File: config.mk
export PLATFORM = sky130hd
export DESIGN_NAME = fc_subsystem
export DESIGN_NICKNAME = d
export VERILOG_FILES = /design/src/fc_bus_pkg.sv /design/src/fc_core_pkg.sv /design/src/fc_core.sv /design/src/fc_irq_latch.sv /design/src/fc_l2_bridge.sv /design/src/fc_subsystem.sv
export VERILOG_INCLUDE_DIRS = /design/src
export SDC_FILE = /design/constraint.sdc
export NUM_CORES = 1
export LEC_CHECK = 0
export BUFFER_PORTS_ARGS = -buffer_cell sky130_fd_sc_hd__buf_2
export CAP_MARGIN = 0
export CELL_PAD_IN_SITES_DETAIL_PLACEMENT = 0
export CELL_PAD_IN_SITES_GLOBAL_PLACEMENT = 1
export CORE_UTILIZATION = 45
export CTS_CLUSTER_DIAMETER = 30
export DETAILED_ROUTE_END_ITERATION = 10
export PLACE_DENSITY_LB_ADDON = 0.2
export SETUP_SLACK_MARGIN = 0.1
export SYNTH_ARGS = -nofsm -noshare
export SYNTH_HDL_FRONTEND = slang
export SYNTH_HIERARCHICAL = 1
export SYNTH_SLANG_ARGS = --single-unit
File: constraint.sdc
create_clock -name clk_i -period 7.35 [get_ports clk_i]
set_input_delay 0.735 -clock clk_i [delete_from_list [all_inputs] [get_ports clk_i]]
set_output_delay 0.735 -clock clk_i [all_outputs]
set_load 0.03 [all_outputs]
File: src/fc_defs.svh
`ifndef FC_DEFS_SVH
`define FC_DEFS_SVH

// ******************************
// Bus geometry
// ******************************

// One word of address and data
`define FC_AW 32
`define FC_DW 32

// ******************************
// Instruction word layout
// ******************************

// Opcode nibble at the top of the word
`define FC_OPC_MSB 31
`define FC_OPC_LSB 28
// Immediate or byte address in the low half
`define FC_IMM_W 16

// Event lines into the pending latch
`define FC_N_EVENTS 32

`endif

File: src/fc_bus_pkg.sv
`include "fc_defs.svh"

package fc_bus_pkg;

  // ******************************
  // L2 bus payload types
  // ******************************

  // Byte address
  typedef logic [`FC_AW-1:0] addr_t;

  // Read and write data word
  typedef logic [`FC_DW-1:0] data_t;

  // One enable per byte lane
  typedef logic [`FC_DW/8-1:0] be_t;

endpackage

File: src/fc_core_pkg.sv
`include "fc_defs.svh"

package fc_core_pkg;

  // ******************************
  // Instruction set
  // ******************************

  // Unlisted encodings execute as no-op
  typedef enum logic [`FC_OPC_MSB-`FC_OPC_LSB:0] {
    LDI  = 4'd1,
    LD   = 4'd2,
    ADD  = 4'd3,
    ST   = 4'd4,
    JMP  = 4'd5,
    WFI  = 4'd6,
    HALT = 4'd7
  } opcode_e;

  // Index of one event line
  typedef logic [$clog2(`FC_N_EVENTS)-1:0] irq_id_t;

  // Sequencer states
  typedef enum logic [2:0] {
    IDLE,
    FETCH,
    EXEC,
    MEM,
    WAIT_IRQ,
    HALTED
  } core_state_e;

endpackage

File: src/fc_core.sv
`include "fc_defs.svh"

module fc_core (
  input  logic                 clk_i,
  input  logic                 rst_ni,
  input  logic                 fetch_en_i,
  input  fc_bus_pkg::addr_t    boot_addr_i,
  input  logic                 debug_req_i,
  // Instruction strobe and response
  output logic                 instr_req_o,
  output fc_bus_pkg::addr_t    instr_addr_o,
  input  logic                 instr_rvalid_i,
  input  fc_bus_pkg::data_t    instr_rdata_i,
  input  logic                 instr_err_i,
  // Data strobe and response
  output logic                 data_req_o,
  output fc_bus_pkg::addr_t    data_addr_o,
  output logic                 data_we_o,
  output fc_bus_pkg::data_t    data_wdata_o,
  output fc_bus_pkg::be_t      data_be_o,
  input  logic                 data_rvalid_i,
  input  fc_bus_pkg::data_t    data_rdata_i,
  input  logic                 data_err_i,
  // Interrupt latch
  input  logic                 irq_pending_i,
  input  fc_core_pkg::irq_id_t irq_id_i,
  output logic                 irq_ack_o,
  output fc_core_pkg::irq_id_t irq_ack_id_o,
  output logic                 halted_o
);

  import fc_bus_pkg::*;
  import fc_core_pkg::*;

  core_state_e state_q, state_d;
  addr_t       pc_q, pc_d;
  data_t       acc_q, acc_d;
  data_t       ir_q;
  logic        instr_req_q, instr_req_d;
  logic        data_req_q, data_req_d;
  logic        ack_q, ack_d;
  irq_id_t     ack_id_q;
  logic        dbg_q;
  logic        halt_req;

  // Decoded fields of the current instruction
  opcode_e                opcode;
  logic [`FC_IMM_W-1:0]   imm;
  addr_t                  imm_addr;

  assign opcode   = opcode_e'(ir_q[`FC_OPC_MSB:`FC_OPC_LSB]);
  assign imm      = ir_q[`FC_IMM_W-1:0];
  assign imm_addr = {{(`FC_AW-`FC_IMM_W){1'b0}}, imm};

  // Debug request stays armed until the core stops
  assign halt_req = debug_req_i | dbg_q;

  // ******************************
  // Sequencer next state
  // ******************************
  always_comb begin
    state_d     = state_q;
    pc_d        = pc_q;
    acc_d       = acc_q;
    instr_req_d = 1'b0;
    data_req_d  = 1'b0;
    ack_d       = 1'b0;
    case (state_q)
      IDLE: begin
        if (halt_req) begin
          state_d = HALTED;
        end else if (fetch_en_i) begin
          pc_d        = boot_addr_i;
          instr_req_d = 1'b1;
          state_d     = FETCH;
        end
      end
      FETCH: begin
        // Wait for the fetched word
        if (instr_rvalid_i) begin
          if (instr_err_i || halt_req) begin
            state_d = HALTED;
          end else begin
            state_d = EXEC;
          end
        end
      end
      EXEC: begin
        if (halt_req) begin
          state_d = HALTED;
        end else begin
          pc_d = pc_q + addr_t'(4);
          case (opcode)
            LDI: begin
              acc_d       = data_t'(imm);
              instr_req_d = 1'b1;
              state_d     = FETCH;
            end
            // Memory operand at the immediate address
            LD, ADD, ST: begin
              data_req_d = 1'b1;
              state_d    = MEM;
            end
            JMP: begin
              pc_d        = imm_addr;
              instr_req_d = 1'b1;
              state_d     = FETCH;
            end
            WFI: begin
              state_d = WAIT_IRQ;
            end
            HALT: begin
              state_d = HALTED;
            end
            default: begin
              instr_req_d = 1'b1;
              state_d     = FETCH;
            end
          endcase
        end
      end
      MEM: begin
        if (data_rvalid_i) begin
          if (data_err_i || halt_req) begin
            state_d = HALTED;
          end else begin
            // Load replaces, add accumulates, store leaves acc alone
            if (opcode == LD) begin
              acc_d = data_rdata_i;
            end else if (opcode == ADD) begin
              acc_d = acc_q + data_rdata_i;
            end
            instr_req_d = 1'b1;
            state_d     = FETCH;
          end
        end
      end
      WAIT_IRQ: begin
        if (halt_req) begin
          state_d = HALTED;
        end else if (irq_pending_i) begin
          // Take the lowest pending id into the accumulator
          ack_d       = 1'b1;
          acc_d       = data_t'(irq_id_i);
          instr_req_d = 1'b1;
          state_d     = FETCH;
        end
      end
      default: begin
        // Stopped for good
        state_d = HALTED;
      end
    endcase
  end

  // ******************************
  // State registers
  // ******************************
  always_ff @(posedge clk_i or negedge rst_ni) begin
    if (!rst_ni) begin
      state_q     <= IDLE;
      pc_q        <= '0;
      acc_q       <= '0;
      instr_req_q <= 1'b0;
      data_req_q  <= 1'b0;
      ack_q       <= 1'b0;
      dbg_q       <= 1'b0;
    end else begin
      state_q     <= state_d;
      pc_q        <= pc_d;
      acc_q       <= acc_d;
      instr_req_q <= instr_req_d;
      data_req_q  <= data_req_d;
      ack_q       <= ack_d;
      if (debug_req_i) begin
        dbg_q <= 1'b1;
      end
    end
  end

  // Instruction word and acked id
  always_ff @(posedge clk_i) begin
    if (state_q == FETCH && instr_rvalid_i) begin
      ir_q <= instr_rdata_i;
    end
    if (ack_d) begin
      ack_id_q <= irq_id_i;
    end
  end

  // Strobes are single-cycle pulses on state entry
  assign instr_req_o  = instr_req_q;
  assign instr_addr_o = pc_q;

  assign data_req_o   = data_req_q;
  assign data_addr_o  = imm_addr;
  assign data_we_o    = (opcode == ST);
  assign data_wdata_o = acc_q;
  assign data_be_o    = '1;

  assign irq_ack_o    = ack_q;
  assign irq_ack_id_o = ack_id_q;
  assign halted_o     = (state_q == HALTED);

endmodule

File: src/fc_irq_latch.sv
`include "fc_defs.svh"

module fc_irq_latch (
  input  logic                    clk_i,
  input  logic                    rst_ni,
  input  logic [`FC_N_EVENTS-1:0] events_i,
  input  logic                    ack_i,
  input  fc_core_pkg::irq_id_t    ack_id_i,
  output logic                    pending_o,
  output fc_core_pkg::irq_id_t    pending_id_o
);

  import fc_core_pkg::*;

  logic [`FC_N_EVENTS-1:0] pending_q;
  logic [`FC_N_EVENTS-1:0] pending_d;
  logic [`FC_N_EVENTS-1:0] ack_mask;

  // One-hot mask of the acknowledged line
  always_comb begin
    ack_mask = '0;
    if (ack_i) begin
      ack_mask[ack_id_i] = 1'b1;
    end
  end

  // New event on the acked line keeps the bit set
  assign pending_d = (pending_q & ~ack_mask) | events_i;

  always_ff @(posedge clk_i or negedge rst_ni) begin
    if (!rst_ni) begin
      pending_q <= '0;
    end else begin
      pending_q <= pending_d;
    end
  end

  // Lowest set bit wins, scan from the top down
  always_comb begin
    pending_id_o = '0;
    for (int i = `FC_N_EVENTS - 1; i >= 0; i--) begin
      if (pending_q[i]) begin
        pending_id_o = irq_id_t'(i);
      end
    end
  end

  assign pending_o = |pending_q;

endmodule

File: src/fc_l2_bridge.sv
module fc_l2_bridge (
  input  logic              clk_i,
  input  logic              rst_ni,
  // Core side, one-cycle request strobe
  input  logic              core_req_i,
  input  fc_bus_pkg::addr_t core_addr_i,
  input  logic              core_we_i,
  input  fc_bus_pkg::data_t core_wdata_i,
  input  fc_bus_pkg::be_t   core_be_i,
  output logic              core_rvalid_o,
  output fc_bus_pkg::data_t core_rdata_o,
  output logic              core_err_o,
  // L2 master port
  output logic              l2_req_o,
  output fc_bus_pkg::addr_t l2_addr_o,
  output logic              l2_wen_o,
  output fc_bus_pkg::data_t l2_wdata_o,
  output fc_bus_pkg::be_t   l2_be_o,
  input  logic              l2_gnt_i,
  input  logic              l2_r_valid_i,
  input  fc_bus_pkg::data_t l2_r_rdata_i,
  input  logic              l2_r_opc_i
);

  import fc_bus_pkg::*;

  logic  req_q;
  logic  outst_q;
  logic  rvalid_q;
  logic  err_q;
  addr_t addr_q;
  logic  we_q;
  data_t wdata_q;
  be_t   be_q;
  data_t rdata_q;

  // Handshake events
  logic  granted;
  logic  resp;

  assign granted = req_q & l2_gnt_i;
  assign resp    = outst_q & l2_r_valid_i;

  // ******************************
  // Request and outstanding flags
  // ******************************
  always_ff @(posedge clk_i or negedge rst_ni) begin
    if (!rst_ni) begin
      req_q    <= 1'b0;
      outst_q  <= 1'b0;
      rvalid_q <= 1'b0;
      err_q    <= 1'b0;
    end else begin
      // Request held high until the grant cycle
      if (core_req_i) begin
        req_q <= 1'b1;
      end else if (granted) begin
        req_q <= 1'b0;
      end
      // Single transfer in flight between grant and r_valid
      if (granted) begin
        outst_q <= 1'b1;
      end else if (resp) begin
        outst_q <= 1'b0;
      end
      rvalid_q <= resp;
      err_q    <= resp & l2_r_opc_i;
    end
  end

  // Request fields frozen from strobe to grant
  always_ff @(posedge clk_i) begin
    if (core_req_i) begin
      addr_q  <= core_addr_i;
      we_q    <= core_we_i;
      wdata_q <= core_wdata_i;
      be_q    <= core_be_i;
    end
    if (resp) begin
      rdata_q <= l2_r_rdata_i;
    end
  end

  assign l2_req_o      = req_q;
  assign l2_addr_o     = addr_q;
  // Bus write enable is active low
  assign l2_wen_o      = ~we_q;
  assign l2_wdata_o    = wdata_q;
  assign l2_be_o       = be_q;

  assign core_rvalid_o = rvalid_q;
  assign core_rdata_o  = rdata_q;
  assign core_err_o    = err_q;

endmodule

File: src/fc_subsystem.sv
`include "fc_defs.svh"

module fc_subsystem (
  input  logic                    clk_i,
  input  logic                    rst_ni,
  input  logic                    fetch_en_i,
  input  fc_bus_pkg::addr_t       boot_addr_i,
  input  logic                    debug_req_i,
  input  logic [`FC_N_EVENTS-1:0] events_i,
  // L2 instruction master
  output logic                    l2_instr_req_o,
  output fc_bus_pkg::addr_t       l2_instr_addr_o,
  output logic                    l2_instr_wen_o,
  output fc_bus_pkg::data_t       l2_instr_wdata_o,
  output fc_bus_pkg::be_t         l2_instr_be_o,
  input  logic                    l2_instr_gnt_i,
  input  logic                    l2_instr_r_valid_i,
  input  fc_bus_pkg::data_t       l2_instr_r_rdata_i,
  input  logic                    l2_instr_r_opc_i,
  // L2 data master
  output logic                    l2_data_req_o,
  output fc_bus_pkg::addr_t       l2_data_addr_o,
  output logic                    l2_data_wen_o,
  output fc_bus_pkg::data_t       l2_data_wdata_o,
  output fc_bus_pkg::be_t         l2_data_be_o,
  input  logic                    l2_data_gnt_i,
  input  logic                    l2_data_r_valid_i,
  input  fc_bus_pkg::data_t       l2_data_r_rdata_i,
  input  logic                    l2_data_r_opc_i,
  // Interrupt acknowledge and stop
  output logic                    core_irq_ack_o,
  output fc_core_pkg::irq_id_t    core_irq_ack_id_o,
  output logic                    stoptimer_o
);

  import fc_bus_pkg::*;
  import fc_core_pkg::*;

  // Core instruction side
  logic    instr_req, instr_rvalid, instr_err;
  addr_t   instr_addr;
  data_t   instr_rdata;

  // Core data side
  logic    data_req, data_we, data_rvalid, data_err;
  addr_t   data_addr;
  data_t   data_wdata, data_rdata;
  be_t     data_be;

  // Pending latch to core
  logic    irq_pending;
  irq_id_t irq_id;

  // ******************************
  // Controller core
  // ******************************
  fc_core u_core (
    .clk_i         (clk_i),
    .rst_ni        (rst_ni),
    .fetch_en_i    (fetch_en_i),
    .boot_addr_i   (boot_addr_i),
    .debug_req_i   (debug_req_i),
    .instr_req_o   (instr_req),
    .instr_addr_o  (instr_addr),
    .instr_rvalid_i(instr_rvalid),
    .instr_rdata_i (instr_rdata),
    .instr_err_i   (instr_err),
    .data_req_o    (data_req),
    .data_addr_o   (data_addr),
    .data_we_o     (data_we),
    .data_wdata_o  (data_wdata),
    .data_be_o     (data_be),
    .data_rvalid_i (data_rvalid),
    .data_rdata_i  (data_rdata),
    .data_err_i    (data_err),
    .irq_pending_i (irq_pending),
    .irq_id_i      (irq_id),
    .irq_ack_o     (core_irq_ack_o),
    .irq_ack_id_o  (core_irq_ack_id_o),
    .halted_o      (stoptimer_o)
  );

  // ******************************
  // L2 bridges
  // ******************************

  // Fetches are reads of full words
  fc_l2_bridge u_instr_bridge (
    .clk_i        (clk_i),
    .rst_ni       (rst_ni),
    .core_req_i   (instr_req),
    .core_addr_i  (instr_addr),
    .core_we_i    (1'b0),
    .core_wdata_i ('0),
    .core_be_i    ('1),
    .core_rvalid_o(instr_rvalid),
    .core_rdata_o (instr_rdata),
    .core_err_o   (instr_err),
    .l2_req_o     (l2_instr_req_o),
    .l2_addr_o    (l2_instr_addr_o),
    .l2_wen_o     (l2_instr_wen_o),
    .l2_wdata_o   (l2_instr_wdata_o),
    .l2_be_o      (l2_instr_be_o),
    .l2_gnt_i     (l2_instr_gnt_i),
    .l2_r_valid_i (l2_instr_r_valid_i),
    .l2_r_rdata_i (l2_instr_r_rdata_i),
    .l2_r_opc_i   (l2_instr_r_opc_i)
  );

  fc_l2_bridge u_data_bridge (
    .clk_i        (clk_i),
    .rst_ni       (rst_ni),
    .core_req_i   (data_req),
    .core_addr_i  (data_addr),
    .core_we_i    (data_we),
    .core_wdata_i (data_wdata),
    .core_be_i    (data_be),
    .core_rvalid_o(data_rvalid),
    .core_rdata_o (data_rdata),
    .core_err_o   (data_err),
    .l2_req_o     (l2_data_req_o),
    .l2_addr_o    (l2_data_addr_o),
    .l2_wen_o     (l2_data_wen_o),
    .l2_wdata_o   (l2_data_wdata_o),
    .l2_be_o      (l2_data_be_o),
    .l2_gnt_i     (l2_data_gnt_i),
    .l2_r_valid_i (l2_data_r_valid_i),
    .l2_r_rdata_i (l2_data_r_rdata_i),
    .l2_r_opc_i   (l2_data_r_opc_i)
  );

  // Sticky event bits, cleared by the core's ack
  fc_irq_latch u_irq_latch (
    .clk_i       (clk_i),
    .rst_ni      (rst_ni),
    .events_i    (events_i),
    .ack_i       (core_irq_ack_o),
    .ack_id_i    (core_irq_ack_id_o),
    .pending_o   (irq_pending),
    .pending_id_o(irq_id)
  );

endmodule

# Word level (Yosys, flattened, before mapping)
# Cells that the tools add are included.
[classes] muxes=81 eq_ne=24 reduce_logical=17 addsub=2 bitwise=11 n_lt_le_gt_ge=2
[ops] cell="two-way mux 32 bit" count=13
[ops] cell="two-way mux 5 bit" count=32
[ops] cell="case mux 32 bit (3 select lines)" count=1
[ops] cell="case mux 32 bit (2 select lines)" count=1
[ops] cell="adder 32 x 3 -> 32 bit, second input constant" count=1
[ops] cell="adder 32 bit" count=1
[ops] cell="AND 32 bit" count=1
[ops] cell="inverter 32 bit" count=1
[ops] cell="OR 32 bit" count=1
[ops] cell="OR reduction 32 bit" count=1
[ops] cell="two-way mux 3 bit" count=9
[ops] cell="two-way mux 1 bit" count=21
[ops] cell="== test 4 x 3 -> 1 bit, second input constant" count=4
[ops] cell="case mux 3 bit (5 select lines)" count=1
[ops] cell="inequality test 2 bit, second input constant" count=7
[ops] cell="nonzero test 2 bit" count=5
[ops] cell="case mux 3 bit (3 select lines)" count=1
[ops] cell="== test 4 x 2 -> 1 bit, second input constant" count=2
[ops] cell="AND reduction 4 bit" count=2
[ops] cell="AND reduction 8 bit" count=1
[ops] cell="AND 1 bit" count=6
[ops] cell="== test 3 x 2 -> 1 bit, second input constant" count=2
[ops] cell="== test 3 bit, second input constant" count=2
[ops] cell="< comparator 5 x 6 -> 1 bit, second input constant" count=1
[ops] cell="16 further kinds" count=20
[word_totals] wordCells=161 regBits=293 out_inout_bits=147

# Logic depth before layout (Yosys ltp)
[logic_depth] ltp_word=35 mapped_depth=11

# By module
# Netlist, hierarchy kept.
[modules_own_cells] module="fc_core" instances=1 cells_per_inst=871 area_each_um2=7205.7
[modules_own_cells] module="fc_l2_bridge" instances=2 cells_per_inst=113 area_each_um2=3178.0
[modules_own_cells] module="fc_irq_latch" instances=1 cells_per_inst=178 area_each_um2=1661.6
[modules_own_cells] module="fc_subsystem" instances=1 cells_per_inst=2 area_each_um2=7.5

# Worst setup path before layout
# Ideal clock, no wire load.
[synth_timing] kind="register to register" from="register u_core.state_q[2]" to="register u_core.ir_q[0], enable pin" n_path_buf=0 setup_ns=0.427 period_less_slack_ns=2.724 setup_slack_ns=4.626 arrival_time_ns=2.298 stages_incl_launch_ff=4 cell_sequence="dfrtp_1 inv_1 nand2_1 nor3b_1"
[synth_between] elab_chain_len=2
[synth_rtl] element="start, declared" line_no="fc_core.sv:35" text="core_state_e state_q, state_d;"
[synth_rtl] element="start signal, assigned" line_no="fc_core.sv:169" text="state_q <= state_d;"
[synth_rtl] element="== test 3 x 1 -> 1 bit" line_no="fc_core.sv:183" text="if (state_q == FETCH && instr_rvalid_i) begin"
[synth_rtl] element="logical AND 1 bit" line_no="fc_core.sv:183"
[synth_rtl] element="end signal, assigned" line_no="fc_core.sv:184" text="ir_q <= instr_rdata_i;"
[synth_rtl] element="end, declared" line_no="fc_core.sv:38" text="data_t ir_q;"
# Every way passes these cells.
# A chain may end at the register's enable or synchronous reset.

# Final worst setup path
[layout_timing] from="register u_core.state_q[2]" to="register u_core.acc_q[27], in the netlist u_core/data_wdata_o[27]"
[layout_between] elab_chain_len=3 elab_cells_between_ends=13
[layout_rtl] element="== test 3 x 2 -> 1 bit or == test 3 bit (tied branches)" line_no="fc_core.sv:68" text="case (state_q)"
[layout_rtl] element="inequality test 3 x 1 -> 1 bit (no line) (tied with other cells)"
[layout_rtl] element="AND reduction 8 bit (no line)"
[layout_rtl] element="end signal, assigned" line_no="fc_core.sv:163" text="acc_q <= '0;"
[layout_rtl] element="end signal, assigned" line_no="fc_core.sv:171" text="acc_q <= acc_d;"
[layout_rtl] element="end, declared" line_no="fc_core.sv:37" text="data_t acc_q, acc_d;"
# Parallel ways exist; a longest one is shown, timed or not.

==> impl.org <==
** STA
- Timing would allow up to 322 MHz.
- Hold Fails Final Rpt :: 0
- Unrepaired setup endpoints after global routing :: false
- Worst relative slew slack :: 0.261
- Of the available clock period, the critical path in the final layout requires 0.423.
- Total negative slack :: 0 ps
- Worst Skew :: 13.9 ps
- At the pin with the least slew margin, the transition time is 1100 ps.
- In the post-route analysis, the smallest setup slack over all paths is 4240 ps.
- For the finished layout, the period the worst path requires is 3110 ps.
- The final number of max-transition violations is 0.
- Hold timing on the final database bottoms out at a slack of 167 ps.
- Setup violations remaining at the end of the flow were counted as 0.

** Power
- Power density over the cells :: 273 mW/mm2
- The design draws 0.00520 W.
- IR analysis of the VDD net gives a maximum drop of 222 uV.
- Leakage power summed over all cells :: 7.59 nW

** Cells and area
- Area delta synth->final :: 28.1%
- After the last flow step, the layout net total stands at 1765.
- Once layout is done, the placed cells without fillers occupy 0.0191 mm2.
- Combined flip-flop and latch cell area :: 0.00924 mm2
- The multi-input combinational cells in the finished layout cover a total of 0.00528 mm2.
- In the final layout, the share of cells above drive strength 1 is 0.275.
- The layout has 2773 filler cells.

** Synthesis
- Synthesis produced 1265 cells.
- Synthesis warning total :: 6
- In this run the cell area of the synthesized design comes to 0.0149 mm2.
- Post-synthesis area per instance :: 11.8 um2

** Placed design
- In this run the cell area measured after placement is 0.0167 mm2.
- Worst setup timing slack at the placement stage :: 4330 ps
- During placement, the flow inserted port buffers numbering 272.
- At the end of routability-driven placement, the weighted congestion stood at 0.869.
- Half-perimeter wire length after detailed placement :: 26400 um

** Clocking
- The H-tree was split into 3 levels.
- No sink is reached through more buffers than the 3 on the longest clock path.
- Count of instances resized after the clock tree is built :: 0
- TritonCTS created 70 clock buffers.
- TritonCTS built the clock tree.
- The clock drives 326 sinks.
- The tree is rooted in a sky130_fd_sc_hd__clkbuf_16.
- Setup fix buffers added after clock tree synthesis :: 0
- After clock tree synthesis, the clock-pin slew on the worst setup and hold paths is 50 ps.
- The clock reaches the later pin of the worst-skew pair after 550 ps.
- Hold-fix buffers, CTS :: 0

** Status
- The run finished with clean final reports.

** Worst setup path
- Cell count of the worst reg-to-reg path :: 5
- WP data arrival :: 3560 ps
- In this run the register-to-register setup slack is 4240 ps.
- The worst setup path is launched from a register.
- Capturing element type of the critical path :: register
- STA puts the critical path data required time at 7800 ps.
- Critical setup path kind :: register to register
- Of all nets on the critical path, the largest fanout is 17.

** Die
- Core box area :: 0.0325 mm2
- Vertical die dimension :: 184 um
- Total die area :: 0.0338 mm2
- Die width :: 184 um
- Number of cell rows :: 66
- I/O Pins :: 285
- Initial Util :: 0.457

** Global route
- The initial antenna violation count came to 4.
- Met1 track demand over resource in global routing :: 0.310
- Entering global routing, the biggest net connects 71 pins.
- First-pass GRT wire length :: 59400 um
- Total congestion overflow :: 0
- GR Util All Layers :: 0.229
- Met3 Usage GRT :: 0.0533
- met2 is the most crowded layer.
- The via count of the first global-routing pass came to 10926.
- In the global route stage, met2 resource usage came out at 0.365.

** Detailed routing
- Number of remaining DRC errors :: 0
- The count of nets left with antenna violations once routing finished came out at 0.
- Final WL :: 38500 um
- The pre-antenna-repair detailed-routing pass consisted of 6 iterations.
- Routed wire per std cell :: 18.4 um
- The routed layout has 11235 vias.
- Vias per inst :: 5.36
- After the first detailed-routing iteration, the DRC count stood at 855.

** Hold path
- Hold/Removal Path Class :: input port to async pin

** Run
- The tool flagged a number of max-cap violations equal to 0.
[worst max-delay path: stages (launching register included)]
cell                      delay (ps)
sky130_fd_sc_hd__dfrtp_1         570
sky130_fd_sc_hd__inv_1           440
sky130_fd_sc_hd__nand3_1         330
sky130_fd_sc_hd__nor2_1          930
sky130_fd_sc_hd__nand2_1         390
sky130_fd_sc_hd__o31ai_1         340
[worst paths after layout]
kind,from,end
min reg2reg,u_instr_bridge/core_rdata_o[2]$_DFFE_PP_,u_core/ir_q[2]$_DFFE_PP_
max,u_core/state_q[2]$_DFFE_PN0P_,u_core/data_wdata_o[27]$_DFFE_PN0P_
min in group clk_i,l2_instr_r_rdata_i[12],u_instr_bridge/core_rdata_o[12]$_DFFE_PP_
max in group asynchronous,rst_ni,u_core/instr_req_o$_DFF_PN0_
max reg2reg,u_core/state_q[2]$_DFFE_PN0P_,u_core/data_wdata_o[27]$_DFFE_PN0P_
min,rst_ni,u_core/instr_addr_o[29]$_DFFE_PN0P_
[cells in the final DEF, fill, tap and decap left out, types with 15 or more instances in the layout]
cell type / n
sky130_fd_sc_hd__a21o_1: 25
sky130_fd_sc_hd__a21oi_1: 82
sky130_fd_sc_hd__a22oi_1: 18
sky130_fd_sc_hd__a31oi_1: 18
sky130_fd_sc_hd__buf_2: 271
sky130_fd_sc_hd__buf_4: 16
sky130_fd_sc_hd__clkbuf_16: 70
sky130_fd_sc_hd__conb_1: 57
sky130_fd_sc_hd__dfrtp_1: 109
sky130_fd_sc_hd__edfxtp_1: 215
sky130_fd_sc_hd__ha_1: 32
sky130_fd_sc_hd__inv_1: 27
sky130_fd_sc_hd__nand2_1: 119
sky130_fd_sc_hd__nand2b_1: 24
sky130_fd_sc_hd__nand3_1: 27
sky130_fd_sc_hd__nor2_1: 97
sky130_fd_sc_hd__nor3_1: 22
sky130_fd_sc_hd__nor4_1: 15
sky130_fd_sc_hd__o21ai_0: 101
sky130_fd_sc_hd__o21ai_1: 20
[area by class of cell]
type / count / share of cell area
timing repair buffer: 287 / 0.0775
clock buffer: 82 / 0.0964
antenna: 5 / 0.000657
clock inverter: 47 / 0.0289
multi-input combinational: 881 / 0.277
tap: 442 / 0.0290
inverter: 28 / 0.00552
sequential: 326 / 0.485
[routing by layer]
| metal | up-vias | wire length, um |
|---|---|---|
| met3 | 52 | 2890 |
| met4 | 0 | 670 |
| met2 | 457 | 17900 |
| met1 | 5358 | 17100 |
| met5 | - | 0 |
| li1 | 5368 | - |
[sequential cells by signal, summed over array words and instances (netlist names), 5 cells and up]
name and count:
u_core/instr_addr_o 32, u_data_bridge/l2_wdata_o 32, u_irq_latch/pending_q 32, u_core/ir_q 20
u_instr_bridge/l2_wdata_o 32, u_instr_bridge/core_rdata_o 20, u_instr_bridge/l2_addr_o 32, u_data_bridge/l2_addr_o 32
u_core/irq_ack_id_o 5, u_data_bridge/core_rdata_o 32, u_core/data_wdata_o 32
[metrics by stage]
| step | utilization | std cells |
|---|---|---|
| detailed placement | 0.512 | 1964 |
| global route | 0.585 | 2095 |
| global placement | 0.512 | 1964 |
| CTS | 0.585 | 2093 |
| finish | 0.586 | 2098 |
| floorplan | - | 1318 |
[power by group]
part	internal [W]	switching, W	leakage, nW
sequential	0.00197	0.00000935	3.26
clock	0.00206	0.00104	1.14
combinational	0.0000576	0.0000726	3.19
total	0.00409	0.00112	7.59
(Power assumes the default switching activity.)
